--- config.mk ---
export PLATFORM = sky130hd
export DESIGN_NAME = motor_reg_file
export DESIGN_NICKNAME = d
export VERILOG_FILES = /design/src/motor_regs_pkg.sv /design/src/reg_bus_if.sv /design/src/drive_channel_regs.sv /design/src/rotation_channel_regs.sv /design/src/read_return.sv /design/src/motor_reg_file.sv
export SDC_FILE = /design/constraint.sdc
export NUM_CORES = 1
export LEC_CHECK = 0
export BUFFER_PORTS_ARGS = -buffer_cell sky130_fd_sc_hd__buf_2
export CORE_ASPECT_RATIO = 0.8
export CORE_MARGIN = 1
export CORE_UTILIZATION = 50
export DETAILED_ROUTE_END_ITERATION = 8
export HOLD_SLACK_MARGIN = 0.06
export PLACE_DENSITY = 0.88
export SYNTH_ARGS = -nofsm -noshare
export SYNTH_HDL_FRONTEND = slang
export SYNTH_HIERARCHICAL = 1
export SYNTH_SLANG_ARGS = --single-unit
--- constraint.sdc ---
create_clock -name clock -period 2.25 [get_ports clock]
set_input_delay 0.225 -clock clock [delete_from_list [all_inputs] [get_ports clock]]
set_output_delay 0.225 -clock clock [all_outputs]
set_load 0.02 [all_outputs]
--- src/motor_regs_pkg.sv ---
// ##########################################################################
// Motor register map package
// Bus widths, address map, field positions and register types
// ##########################################################################
package motor_regs_pkg;

    // Bus and field widths
    localparam int ADDR_W       = 6;
    localparam int DATA_W       = 8;
    localparam int ANGLE_W      = 12;   // Full rotation angle
    localparam int DRIVE_TEMP_W = 7;
    localparam int ROT_TEMP_W   = 6;
    localparam int PWM_W        = 5;

    // Channel counts
    localparam int N_DRIVE = 4;
    localparam int N_ROT   = 4;

    typedef logic [ADDR_W-1:0]  reg_addr_t;
    typedef logic [DATA_W-1:0]  reg_data_t;
    typedef logic [ANGLE_W-1:0] angle_t;

    // Broadcast writes, 0x00 reserved
    localparam reg_addr_t ADDR_BCAST_ALL   = 6'h01;   // Every control register
    localparam reg_addr_t ADDR_BCAST_ROT   = 6'h02;   // Rotation controls only
    localparam reg_addr_t ADDR_BCAST_DRIVE = 6'h03;   // Drive controls only

    // Drive channels, control then status
    localparam reg_addr_t DRIVE_BASE   = 6'h04;
    localparam int        DRIVE_STRIDE = 2;

    // Rotation channels, five registers each
    localparam reg_addr_t ROT_BASE       = 6'h0C;
    localparam int        ROT_STRIDE     = 5;
    localparam int        ROT_OFS_CTRL   = 0;
    localparam int        ROT_OFS_STATUS = 1;
    localparam int        ROT_OFS_TARG   = 2;   // Target angle low byte
    localparam int        ROT_OFS_CURR   = 3;   // Current angle low byte
    localparam int        ROT_OFS_CMD    = 4;   // Pulses on write, done flag on read

    // Command register bits
    localparam int CMD_ABORT_BIT  = 4;
    localparam int CMD_UPDATE_BIT = 5;
    localparam int DONE_BIT       = 7;   // Arrival flag in readback

    // Drive control byte
    typedef struct packed {
        logic             brake;       // Bit 7
        logic             enable;
        logic             direction;
        logic [PWM_W-1:0] pwm;         // Bits 4..0
    } drive_ctrl_t;

    // Rotation control byte
    typedef struct packed {
        logic       brake;             // Bit 7
        logic       enable;
        logic       direction;
        logic       spare;             // Stored, no function
        logic [3:0] target_hi;         // Target angle bits 11..8
    } rot_ctrl_t;

endpackage

--- src/reg_bus_if.sv ---
// ##########################################################################
// Host register bus
// Address, write strobe and data, plus the read strobe
// ##########################################################################
interface reg_bus_if;

    motor_regs_pkg::reg_addr_t address;    // Shared by reads and writes
    logic                      write_en;   // One write per high cycle
    motor_regs_pkg::reg_data_t wr_data;
    logic                      read_en;    // Captures read data

    // Channel register blocks decode writes and reads
    modport regs (
        input address,
        input write_en,
        input wr_data
    );

    // Read data capture only needs the strobe
    modport reader (
        input read_en
    );

endinterface

--- src/drive_channel_regs.sv ---
// ##########################################################################
// Drive motor channel registers
// Control byte with broadcast writes and a status byte sampled every clock
// ##########################################################################
module drive_channel_regs #(
    parameter int CHANNEL = 0   // Drive channel index
) (
    input  logic                                    clock,
    input  logic                                    rst_n,
    reg_bus_if.regs                                 bus,
    input  logic                                    fault,      // Motor driver fault
    input  logic [motor_regs_pkg::DRIVE_TEMP_W-1:0] adc_temp,
    output motor_regs_pkg::drive_ctrl_t             ctrl,
    output motor_regs_pkg::reg_data_t               rd_word     // Zero outside our range
);

    // Channel addresses
    localparam motor_regs_pkg::reg_addr_t CTRL_ADDR = motor_regs_pkg::reg_addr_t'(
        motor_regs_pkg::DRIVE_BASE + CHANNEL * motor_regs_pkg::DRIVE_STRIDE);
    localparam motor_regs_pkg::reg_addr_t STATUS_ADDR = motor_regs_pkg::reg_addr_t'(
        CTRL_ADDR + 1);

    motor_regs_pkg::reg_data_t status;   // {fault, temp}
    logic                      ctrl_wr;

    // Own address or either drive broadcast
    assign ctrl_wr = bus.write_en &&
                     (bus.address == CTRL_ADDR ||
                      bus.address == motor_regs_pkg::ADDR_BCAST_ALL ||
                      bus.address == motor_regs_pkg::ADDR_BCAST_DRIVE);

    always_ff @(posedge clock) begin
        if (!rst_n) begin
            ctrl <= '0;   // Motor off, brake released
        end else if (ctrl_wr) begin
            ctrl <= motor_regs_pkg::drive_ctrl_t'(bus.wr_data);
        end
    end

    // Status follows the motor one clock late
    always_ff @(posedge clock) begin
        status <= {fault, adc_temp};
    end

    always_comb begin
        if (bus.address == CTRL_ADDR)
            rd_word = motor_regs_pkg::reg_data_t'(ctrl);
        else if (bus.address == STATUS_ADDR)
            rd_word = status;
        else
            rd_word = '0;
    end

endmodule

--- src/rotation_channel_regs.sv ---
// ##########################################################################
// Rotation motor channel registers
// Control, status, target and current angle, command pulses
// ##########################################################################
module rotation_channel_regs #(
    parameter int CHANNEL = 0   // Rotation channel index
) (
    input  logic                                  clock,
    input  logic                                  rst_n,
    reg_bus_if.regs                               bus,
    input  logic                                  fault,
    input  logic                                  startup_fail,   // Stalled at startup
    input  logic [motor_regs_pkg::ROT_TEMP_W-1:0] adc_temp,
    input  motor_regs_pkg::angle_t                current_angle,
    input  logic                                  angle_done,     // Arrived at target
    output motor_regs_pkg::rot_ctrl_t             ctrl,
    output motor_regs_pkg::angle_t                target_angle,
    output logic                                  update_angle,   // Start rotation
    output logic                                  abort_angle,    // Stop rotation
    output motor_regs_pkg::reg_data_t             rd_word
);

    // First register of this channel
    localparam motor_regs_pkg::reg_addr_t BASE_ADDR = motor_regs_pkg::reg_addr_t'(
        motor_regs_pkg::ROT_BASE + CHANNEL * motor_regs_pkg::ROT_STRIDE);

    localparam motor_regs_pkg::reg_addr_t CTRL_ADDR =
        motor_regs_pkg::reg_addr_t'(BASE_ADDR + motor_regs_pkg::ROT_OFS_CTRL);
    localparam motor_regs_pkg::reg_addr_t STATUS_ADDR =
        motor_regs_pkg::reg_addr_t'(BASE_ADDR + motor_regs_pkg::ROT_OFS_STATUS);
    localparam motor_regs_pkg::reg_addr_t TARG_ADDR =
        motor_regs_pkg::reg_addr_t'(BASE_ADDR + motor_regs_pkg::ROT_OFS_TARG);
    localparam motor_regs_pkg::reg_addr_t CURR_ADDR =
        motor_regs_pkg::reg_addr_t'(BASE_ADDR + motor_regs_pkg::ROT_OFS_CURR);
    localparam motor_regs_pkg::reg_addr_t CMD_ADDR =
        motor_regs_pkg::reg_addr_t'(BASE_ADDR + motor_regs_pkg::ROT_OFS_CMD);

    motor_regs_pkg::reg_data_t targ_lo;      // Target angle bits 7..0
    motor_regs_pkg::reg_data_t status;       // {fault, startup fail, temp}
    motor_regs_pkg::reg_data_t curr_lo;      // Current angle bits 7..0
    motor_regs_pkg::reg_data_t cmd_stat;     // Done flag and angle high nibble
    motor_regs_pkg::reg_data_t cmd_sample;
    logic                      ctrl_wr;
    logic                      targ_wr;
    logic                      cmd_wr;

    assign ctrl_wr = bus.write_en &&
                     (bus.address == CTRL_ADDR ||
                      bus.address == motor_regs_pkg::ADDR_BCAST_ALL ||
                      bus.address == motor_regs_pkg::ADDR_BCAST_ROT);
    assign targ_wr = bus.write_en && bus.address == TARG_ADDR;   // No broadcast
    assign cmd_wr  = bus.write_en && bus.address == CMD_ADDR;

    always_ff @(posedge clock) begin
        if (!rst_n) begin
            ctrl    <= '0;
            targ_lo <= '0;
        end else begin
            if (ctrl_wr)
                ctrl <= motor_regs_pkg::rot_ctrl_t'(bus.wr_data);
            if (targ_wr)
                targ_lo <= bus.wr_data;
        end
    end

    // Pulses last exactly one clock per command write
    always_ff @(posedge clock) begin
        if (!rst_n) begin
            update_angle <= 1'b0;
            abort_angle  <= 1'b0;
        end else begin
            update_angle <= cmd_wr && bus.wr_data[motor_regs_pkg::CMD_UPDATE_BIT];
            abort_angle  <= cmd_wr && bus.wr_data[motor_regs_pkg::CMD_ABORT_BIT];
        end
    end

    always_comb begin
        cmd_sample                           = '0;   // Bits 6..4 read zero
        cmd_sample[motor_regs_pkg::DONE_BIT] = angle_done;
        cmd_sample[3:0]                      = current_angle[motor_regs_pkg::ANGLE_W-1:8];
    end

    // Readback from the motor, sampled every clock
    always_ff @(posedge clock) begin
        status   <= {fault, startup_fail, adc_temp};
        curr_lo  <= current_angle[7:0];
        cmd_stat <= cmd_sample;
    end

    assign target_angle = {ctrl.target_hi, targ_lo};

    always_comb begin
        case (bus.address)
            CTRL_ADDR:   rd_word = motor_regs_pkg::reg_data_t'(ctrl);
            STATUS_ADDR: rd_word = status;
            TARG_ADDR:   rd_word = targ_lo;
            CURR_ADDR:   rd_word = curr_lo;
            CMD_ADDR:    rd_word = cmd_stat;
            default:     rd_word = '0;   // Not ours
        endcase
    end

endmodule

--- src/read_return.sv ---
// ##########################################################################
// Read data return
// Merges the channel read words and registers them on read enable
// ##########################################################################
module read_return (
    input  logic                      clock,
    input  logic                      rst_n,
    reg_bus_if.reader                 bus,
    input  motor_regs_pkg::reg_data_t drive_words [motor_regs_pkg::N_DRIVE],
    input  motor_regs_pkg::reg_data_t rot_words   [motor_regs_pkg::N_ROT],
    output motor_regs_pkg::reg_data_t rd_data
);

    motor_regs_pkg::reg_data_t merged;   // OR of all channel words

    // Ranges are disjoint so at most one word is nonzero
    always_comb begin
        merged = '0;
        for (int i = 0; i < motor_regs_pkg::N_DRIVE; i++) begin
            merged = merged | drive_words[i];
        end
        for (int i = 0; i < motor_regs_pkg::N_ROT; i++) begin
            merged = merged | rot_words[i];
        end
    end

    // Holds between reads
    always_ff @(posedge clock) begin
        if (!rst_n) begin
            rd_data <= '0;
        end else if (bus.read_en) begin
            rd_data <= merged;
        end
    end

endmodule

--- src/motor_reg_file.sv ---
// ##########################################################################
// Swerve drive register file
// Host bus to four drive and four rotation motor channels
// ##########################################################################
module motor_reg_file (
    input  logic                                    clock,
    input  logic                                    rst_n,
    input  motor_regs_pkg::reg_addr_t               address,
    input  logic                                    write_en,
    input  motor_regs_pkg::reg_data_t               wr_data,
    input  logic                                    read_en,
    output motor_regs_pkg::reg_data_t               rd_data,

    // Drive motors
    input  logic [motor_regs_pkg::N_DRIVE-1:0]      drive_fault,
    input  logic [motor_regs_pkg::DRIVE_TEMP_W-1:0] drive_temp [motor_regs_pkg::N_DRIVE],
    output logic [motor_regs_pkg::N_DRIVE-1:0]      drive_brake,
    output logic [motor_regs_pkg::N_DRIVE-1:0]      drive_enable,
    output logic [motor_regs_pkg::N_DRIVE-1:0]      drive_direction,
    output logic [motor_regs_pkg::PWM_W-1:0]        drive_pwm [motor_regs_pkg::N_DRIVE],

    // Rotation motors
    input  logic [motor_regs_pkg::N_ROT-1:0]        rot_fault,
    input  logic [motor_regs_pkg::N_ROT-1:0]        startup_fail,
    input  logic [motor_regs_pkg::ROT_TEMP_W-1:0]   rot_temp [motor_regs_pkg::N_ROT],
    input  motor_regs_pkg::angle_t                  current_angle [motor_regs_pkg::N_ROT],
    input  logic [motor_regs_pkg::N_ROT-1:0]        angle_done,
    output logic [motor_regs_pkg::N_ROT-1:0]        rot_brake,
    output logic [motor_regs_pkg::N_ROT-1:0]        rot_enable,
    output logic [motor_regs_pkg::N_ROT-1:0]        rot_direction,
    output motor_regs_pkg::angle_t                  target_angle [motor_regs_pkg::N_ROT],
    output logic [motor_regs_pkg::N_ROT-1:0]        update_angle,
    output logic [motor_regs_pkg::N_ROT-1:0]        abort_angle
);

    reg_bus_if bus ();

    motor_regs_pkg::drive_ctrl_t drive_ctrl  [motor_regs_pkg::N_DRIVE];
    motor_regs_pkg::rot_ctrl_t   rot_ctrl    [motor_regs_pkg::N_ROT];
    motor_regs_pkg::reg_data_t   drive_words [motor_regs_pkg::N_DRIVE];
    motor_regs_pkg::reg_data_t   rot_words   [motor_regs_pkg::N_ROT];

    // Host pins onto the internal bus
    assign bus.address  = address;
    assign bus.write_en = write_en;
    assign bus.wr_data  = wr_data;
    assign bus.read_en  = read_en;

    for (genvar d = 0; d < motor_regs_pkg::N_DRIVE; d++) begin : g_drive
        drive_channel_regs #(.CHANNEL(d)) u_drive (
            .clock    (clock),
            .rst_n    (rst_n),
            .bus      (bus.regs),
            .fault    (drive_fault[d]),
            .adc_temp (drive_temp[d]),
            .ctrl     (drive_ctrl[d]),
            .rd_word  (drive_words[d])
        );

        // Control fields out to the motor driver
        assign drive_brake[d]     = drive_ctrl[d].brake;
        assign drive_enable[d]    = drive_ctrl[d].enable;
        assign drive_direction[d] = drive_ctrl[d].direction;
        assign drive_pwm[d]       = drive_ctrl[d].pwm;
    end

    for (genvar r = 0; r < motor_regs_pkg::N_ROT; r++) begin : g_rot
        rotation_channel_regs #(.CHANNEL(r)) u_rot (
            .clock         (clock),
            .rst_n         (rst_n),
            .bus           (bus.regs),
            .fault         (rot_fault[r]),
            .startup_fail  (startup_fail[r]),
            .adc_temp      (rot_temp[r]),
            .current_angle (current_angle[r]),
            .angle_done    (angle_done[r]),
            .ctrl          (rot_ctrl[r]),
            .target_angle  (target_angle[r]),
            .update_angle  (update_angle[r]),
            .abort_angle   (abort_angle[r]),
            .rd_word       (rot_words[r])
        );

        assign rot_brake[r]     = rot_ctrl[r].brake;
        assign rot_enable[r]    = rot_ctrl[r].enable;
        assign rot_direction[r] = rot_ctrl[r].direction;   // Target nibble via target_angle
    end

    read_return u_read (
        .clock       (clock),
        .rst_n       (rst_n),
        .bus         (bus.reader),
        .drive_words (drive_words),
        .rot_words   (rot_words),
        .rd_data     (rd_data)
    );

endmodule

==> metrics.txt <==
gp weighted congestion=0.9533; Crit. End Element=flip-flop; Reg power frac=approximately 47%; Core Util, Final=between 70% and 80%; # rows=43; clk_skew=~0.01 ns; cts bufs inserted=23; CTS H-tree depth=1; Slew @ Worst Pin=roughly 0.71 ns; worst path bufs/invs=3; First-pass DRT Iterations=5; IO Pins=242; first-pass GRT wire length=approximately 47,000 um; postcts setup bufs=0; Slew Viols, Final=0; Die ar.=18,350 um^2; Setup TNS=0 ns; clk root buf=clkbuf_16; vias in the first global route=8,317; Pint=just under 7000 uW; Post-Route WL=between 30,000 and 40,000 um; slowest CP cell=nor4_1; kind of cell adding the most delay to the critical path=simple AND/OR/NAND/NOR gates; Synth Flop Type=dfxtp_1; total of max-cap violations=0; post-synth top area share=just over 50%; Distinct cells, synth=between 60 and 70; synthesized area=roughly 8900 um^2; Synth async-reset ratio=0%; final hold violation count=0; register bit total from synthesis=between 200 and 250; Clk Latency, worst-skew pair=just over 0.5 ns; DP HPWL=20,550 um; register area=between 4000 and 5000 um^2; peak supply drop=0.6628 mV; worst min path class=input port to flip-flop; largest net degree at the start of global routing=66; GR Overflow Total=0; CP Depth=8; slowest stage delay, CP=between 0.5 and 0.6 ns; Pwr Density=around 730 nW/um^2; Worst-path clk slew=about 0.070 ns; syn_nets=approximately 990; Sinks on Clock Net=228; crit-path max FO=14; CP arrival=2.21 ns; most frequent CP cell=buf_4; relative slew slack=a little over half; share of cells above drive strength 1=29.26%; Vias/cell=roughly 5.8; fmax=between 0.5 and 0.6 GHz; initial core utilization=51.24%; RSZ-0062 raised after global routing=false; yosys warns=6; final-layout fill cell count=around 1.2k; Logic pwr share=a little under a tenth; Post-DRT Antenna Nets=0; Clock Power Share=around 43%; Worst Setup Start Kind=input port; switching power share of the total=a little under a quarter; sequential-to-total area share from yosys stat=around half; Total GRT Usage=between 30% and 40%; wire per inst=21.98 um; Cells after Synth=approximately 860; Iteration-0 DRC Markers=830; Final Cycle Share=roughly four fifths; core area=around 17,000 um^2; syn avg cell area=~10 um^2; CP Class=input port to flip-flop; CP required=between 2 and 3 ns; Clock Path Buffers=3; initial antenna violation count=2; EDFF count, synth=0; multi-input logic area=around 4000 um^2; TritonCTS clock tree=done; minimum clock period=1.821 ns; sw power=between 2000 and 2500 uW; setup violators final=0; Yosys top cell by area=dfxtp_1; Final nets=roughly 1.3k; FF-to-FF path depth=4; Hold Path Stages=2; I/O Buffers=~240; Via Count=between 8k and 9k; LEAKAGE=0.005497 uW; Horiz. Die Dim=about 150 um; Remaining DRCs=0; outcome=finished, final reports clean; synth top area cells=dfxtp_1 51%, mux2i_1 10%, nand2_1 6.8%, a22o_1 3.1%, buf_4 1.9%; crit-path cells=buf_2, buf_4, nor3_2, and4b_1, a22o_1, nor4_1, buf_4, a31oi_1; Die Y=about 120 um; area grow syn2layout=37.91%
==> Yosys cell counts, drive strengths merged (2+ instances only) <==
master,number
dfxtp,228
nand2,162
mux2i,93
buf,43
a22o,32
nand3,32
nor4,25
o21ai,25
nor2,23
clkbuf,22
a22oi,18
nor3,16
a21oi,8
a311o,8
a311oi,8
a31oi,8
nor4b,8
a221o,6
and2,6
inv,6
a221oi,5
mux2,5
nand3b,5
o211ai,5
a21o,4
and4,4
o22ai,4
a222oi,3
mux4,3
or3,3
or4b,3
a211oi,2
and4b,2
and4bb,2
nand2b,2
nand4bb,2
nor2b,2
nor3b,2
nor4bb,2
o211a,2
o31ai,2
or2b,2
or3b,2
xnor2,2
==> cells in the final DEF (no fill, tap or decap), drive strengths merged, types with 3 or more instances in the layout <==
master and n:
nand2 162, clkbuf 32, o211ai 5, mux4 3, a22o 32, nor4b 8, a22oi 18, or4b 3
o21ai 25, nor4 25, dfxtp 228, or3 3, and4 4, a221o 6, dlygate4sd3 117, nand3b 5
buf 279, a221oi 5, a21oi 8, nor2 23, inv 7, a21o 4, mux2i 93, nor3 16
nand3 32, and2 6, a311oi 8, clkinv 5, a311o 8, a31oi 8, mux2 5, o22ai 4
a222oi 3
==> state kept, by name (all words and copies together) (netlist names) <==
signal                    flops
g_drive.u_drive/ctrl         32
g_drive.u_drive/status       32
g_rot.u_rot/ctrl             32
g_rot.u_rot/curr_lo          32
g_rot.u_rot/status           32
g_rot.u_rot/targ_lo          32
g_rot.u_rot/cmd_stat         20
u_read/rd_data                8
g_rot.u_rot/abort_angle       4
g_rot.u_rot/update_angle      4
==> worst register-to-register path: stages (launching register included) <==
cell,delay (ns)
dfxtp_1,0.34
a22o_1,0.23
nor4_1,0.57
buf_4,0.21
a31oi_1,0.07
==> path summary, 6_finish.rpt <==
path | slack, ns | from | endpoint
worst max register to register | 0.70 | g_drive[0].u_drive/ctrl[0] | u_read/rd_data[0]
worst max-delay path | 0.43 | address[5] | u_read/rd_data[0]
worst min-delay path | 0.1 | read_en | u_read/rd_data[3]
worst min register to register | 0.48 | g_drive[3].u_drive/ctrl[1] | g_drive[3].u_drive/ctrl[1]
==> metrics by stage <==
step	setup WS (ns)	total power, uW	cell area (um^2)	hold slack [ns]	instances
floorplan	0.6264	4638	8905	0.2527	855
global route	0.3115	9268	12280	0.1000	1454
CTS	0.5561	8983	12280	0.08348	1452
detailed placement	0.01822	4984	10340	0.3286	1294
global placement	0.02069	4973	10340	0.3272	1294
finish	0.4292	9004	12280	0.09846	1454
==> power by group through the flow <==
stage          logic (uW)  clock network [uW]  registers [uW]
2_1_floorplan         305                   0            4330
3_3_place_gp          633                   0            4340
3_5_place_dp          647                   0            4340
4_1_cts               809                3920            4250
5_1_grt               885                4120            4260
6_report              839                3910            4260
==> cell families (layout without fill, tap and decap cells) <==
group / after synthesis / after routing / share of synthesized area (%)
simple gates: 311 / 311 / 19.01
other cells: 0 / 2 / 0
compound gates: 142 / 142 / 13.05
xor+xnor: 2 / 2 / 0.1967
flops: 228 / 228 / 51.26
buf+inv: 71 / 443 / 4.637
mux: 101 / 101 / 11.84
==> layer usage <==
| layer | track usage (%) | vias to the layer above | part of all wire, % |
|---|---|---|---|
| met3 | 7.932 | 97 | 11 |
| met5 | 0 | - | 0 |
| met4 | 13.25 | 0 | 4.1 |
| met2 | 55.51 | 521 | 45 |
| li1 | - | 3806 | - |
| met1 | 44.37 | 4009 | 40 |
==> layout make-up <==
cell class / count / area share (%)
Sequential cell: 228 / 37.17
Multi-Input combinational cell: 556 / 31.98
Timing Repair Buffer: 396 / 22.11
Clock buffer: 32 / 5.369
Tap cell: 225 / 2.292
Clock inverter: 9 / 0.8558
Inverter: 6 / 0.1834
Antenna cell: 2 / 0.04075
==> timing repair <==
item,CTS,global route
hold buffers,117,0
resized for setup,0,0
hold endpoints to repair,117,0
(Power assumes the default switching activity.)
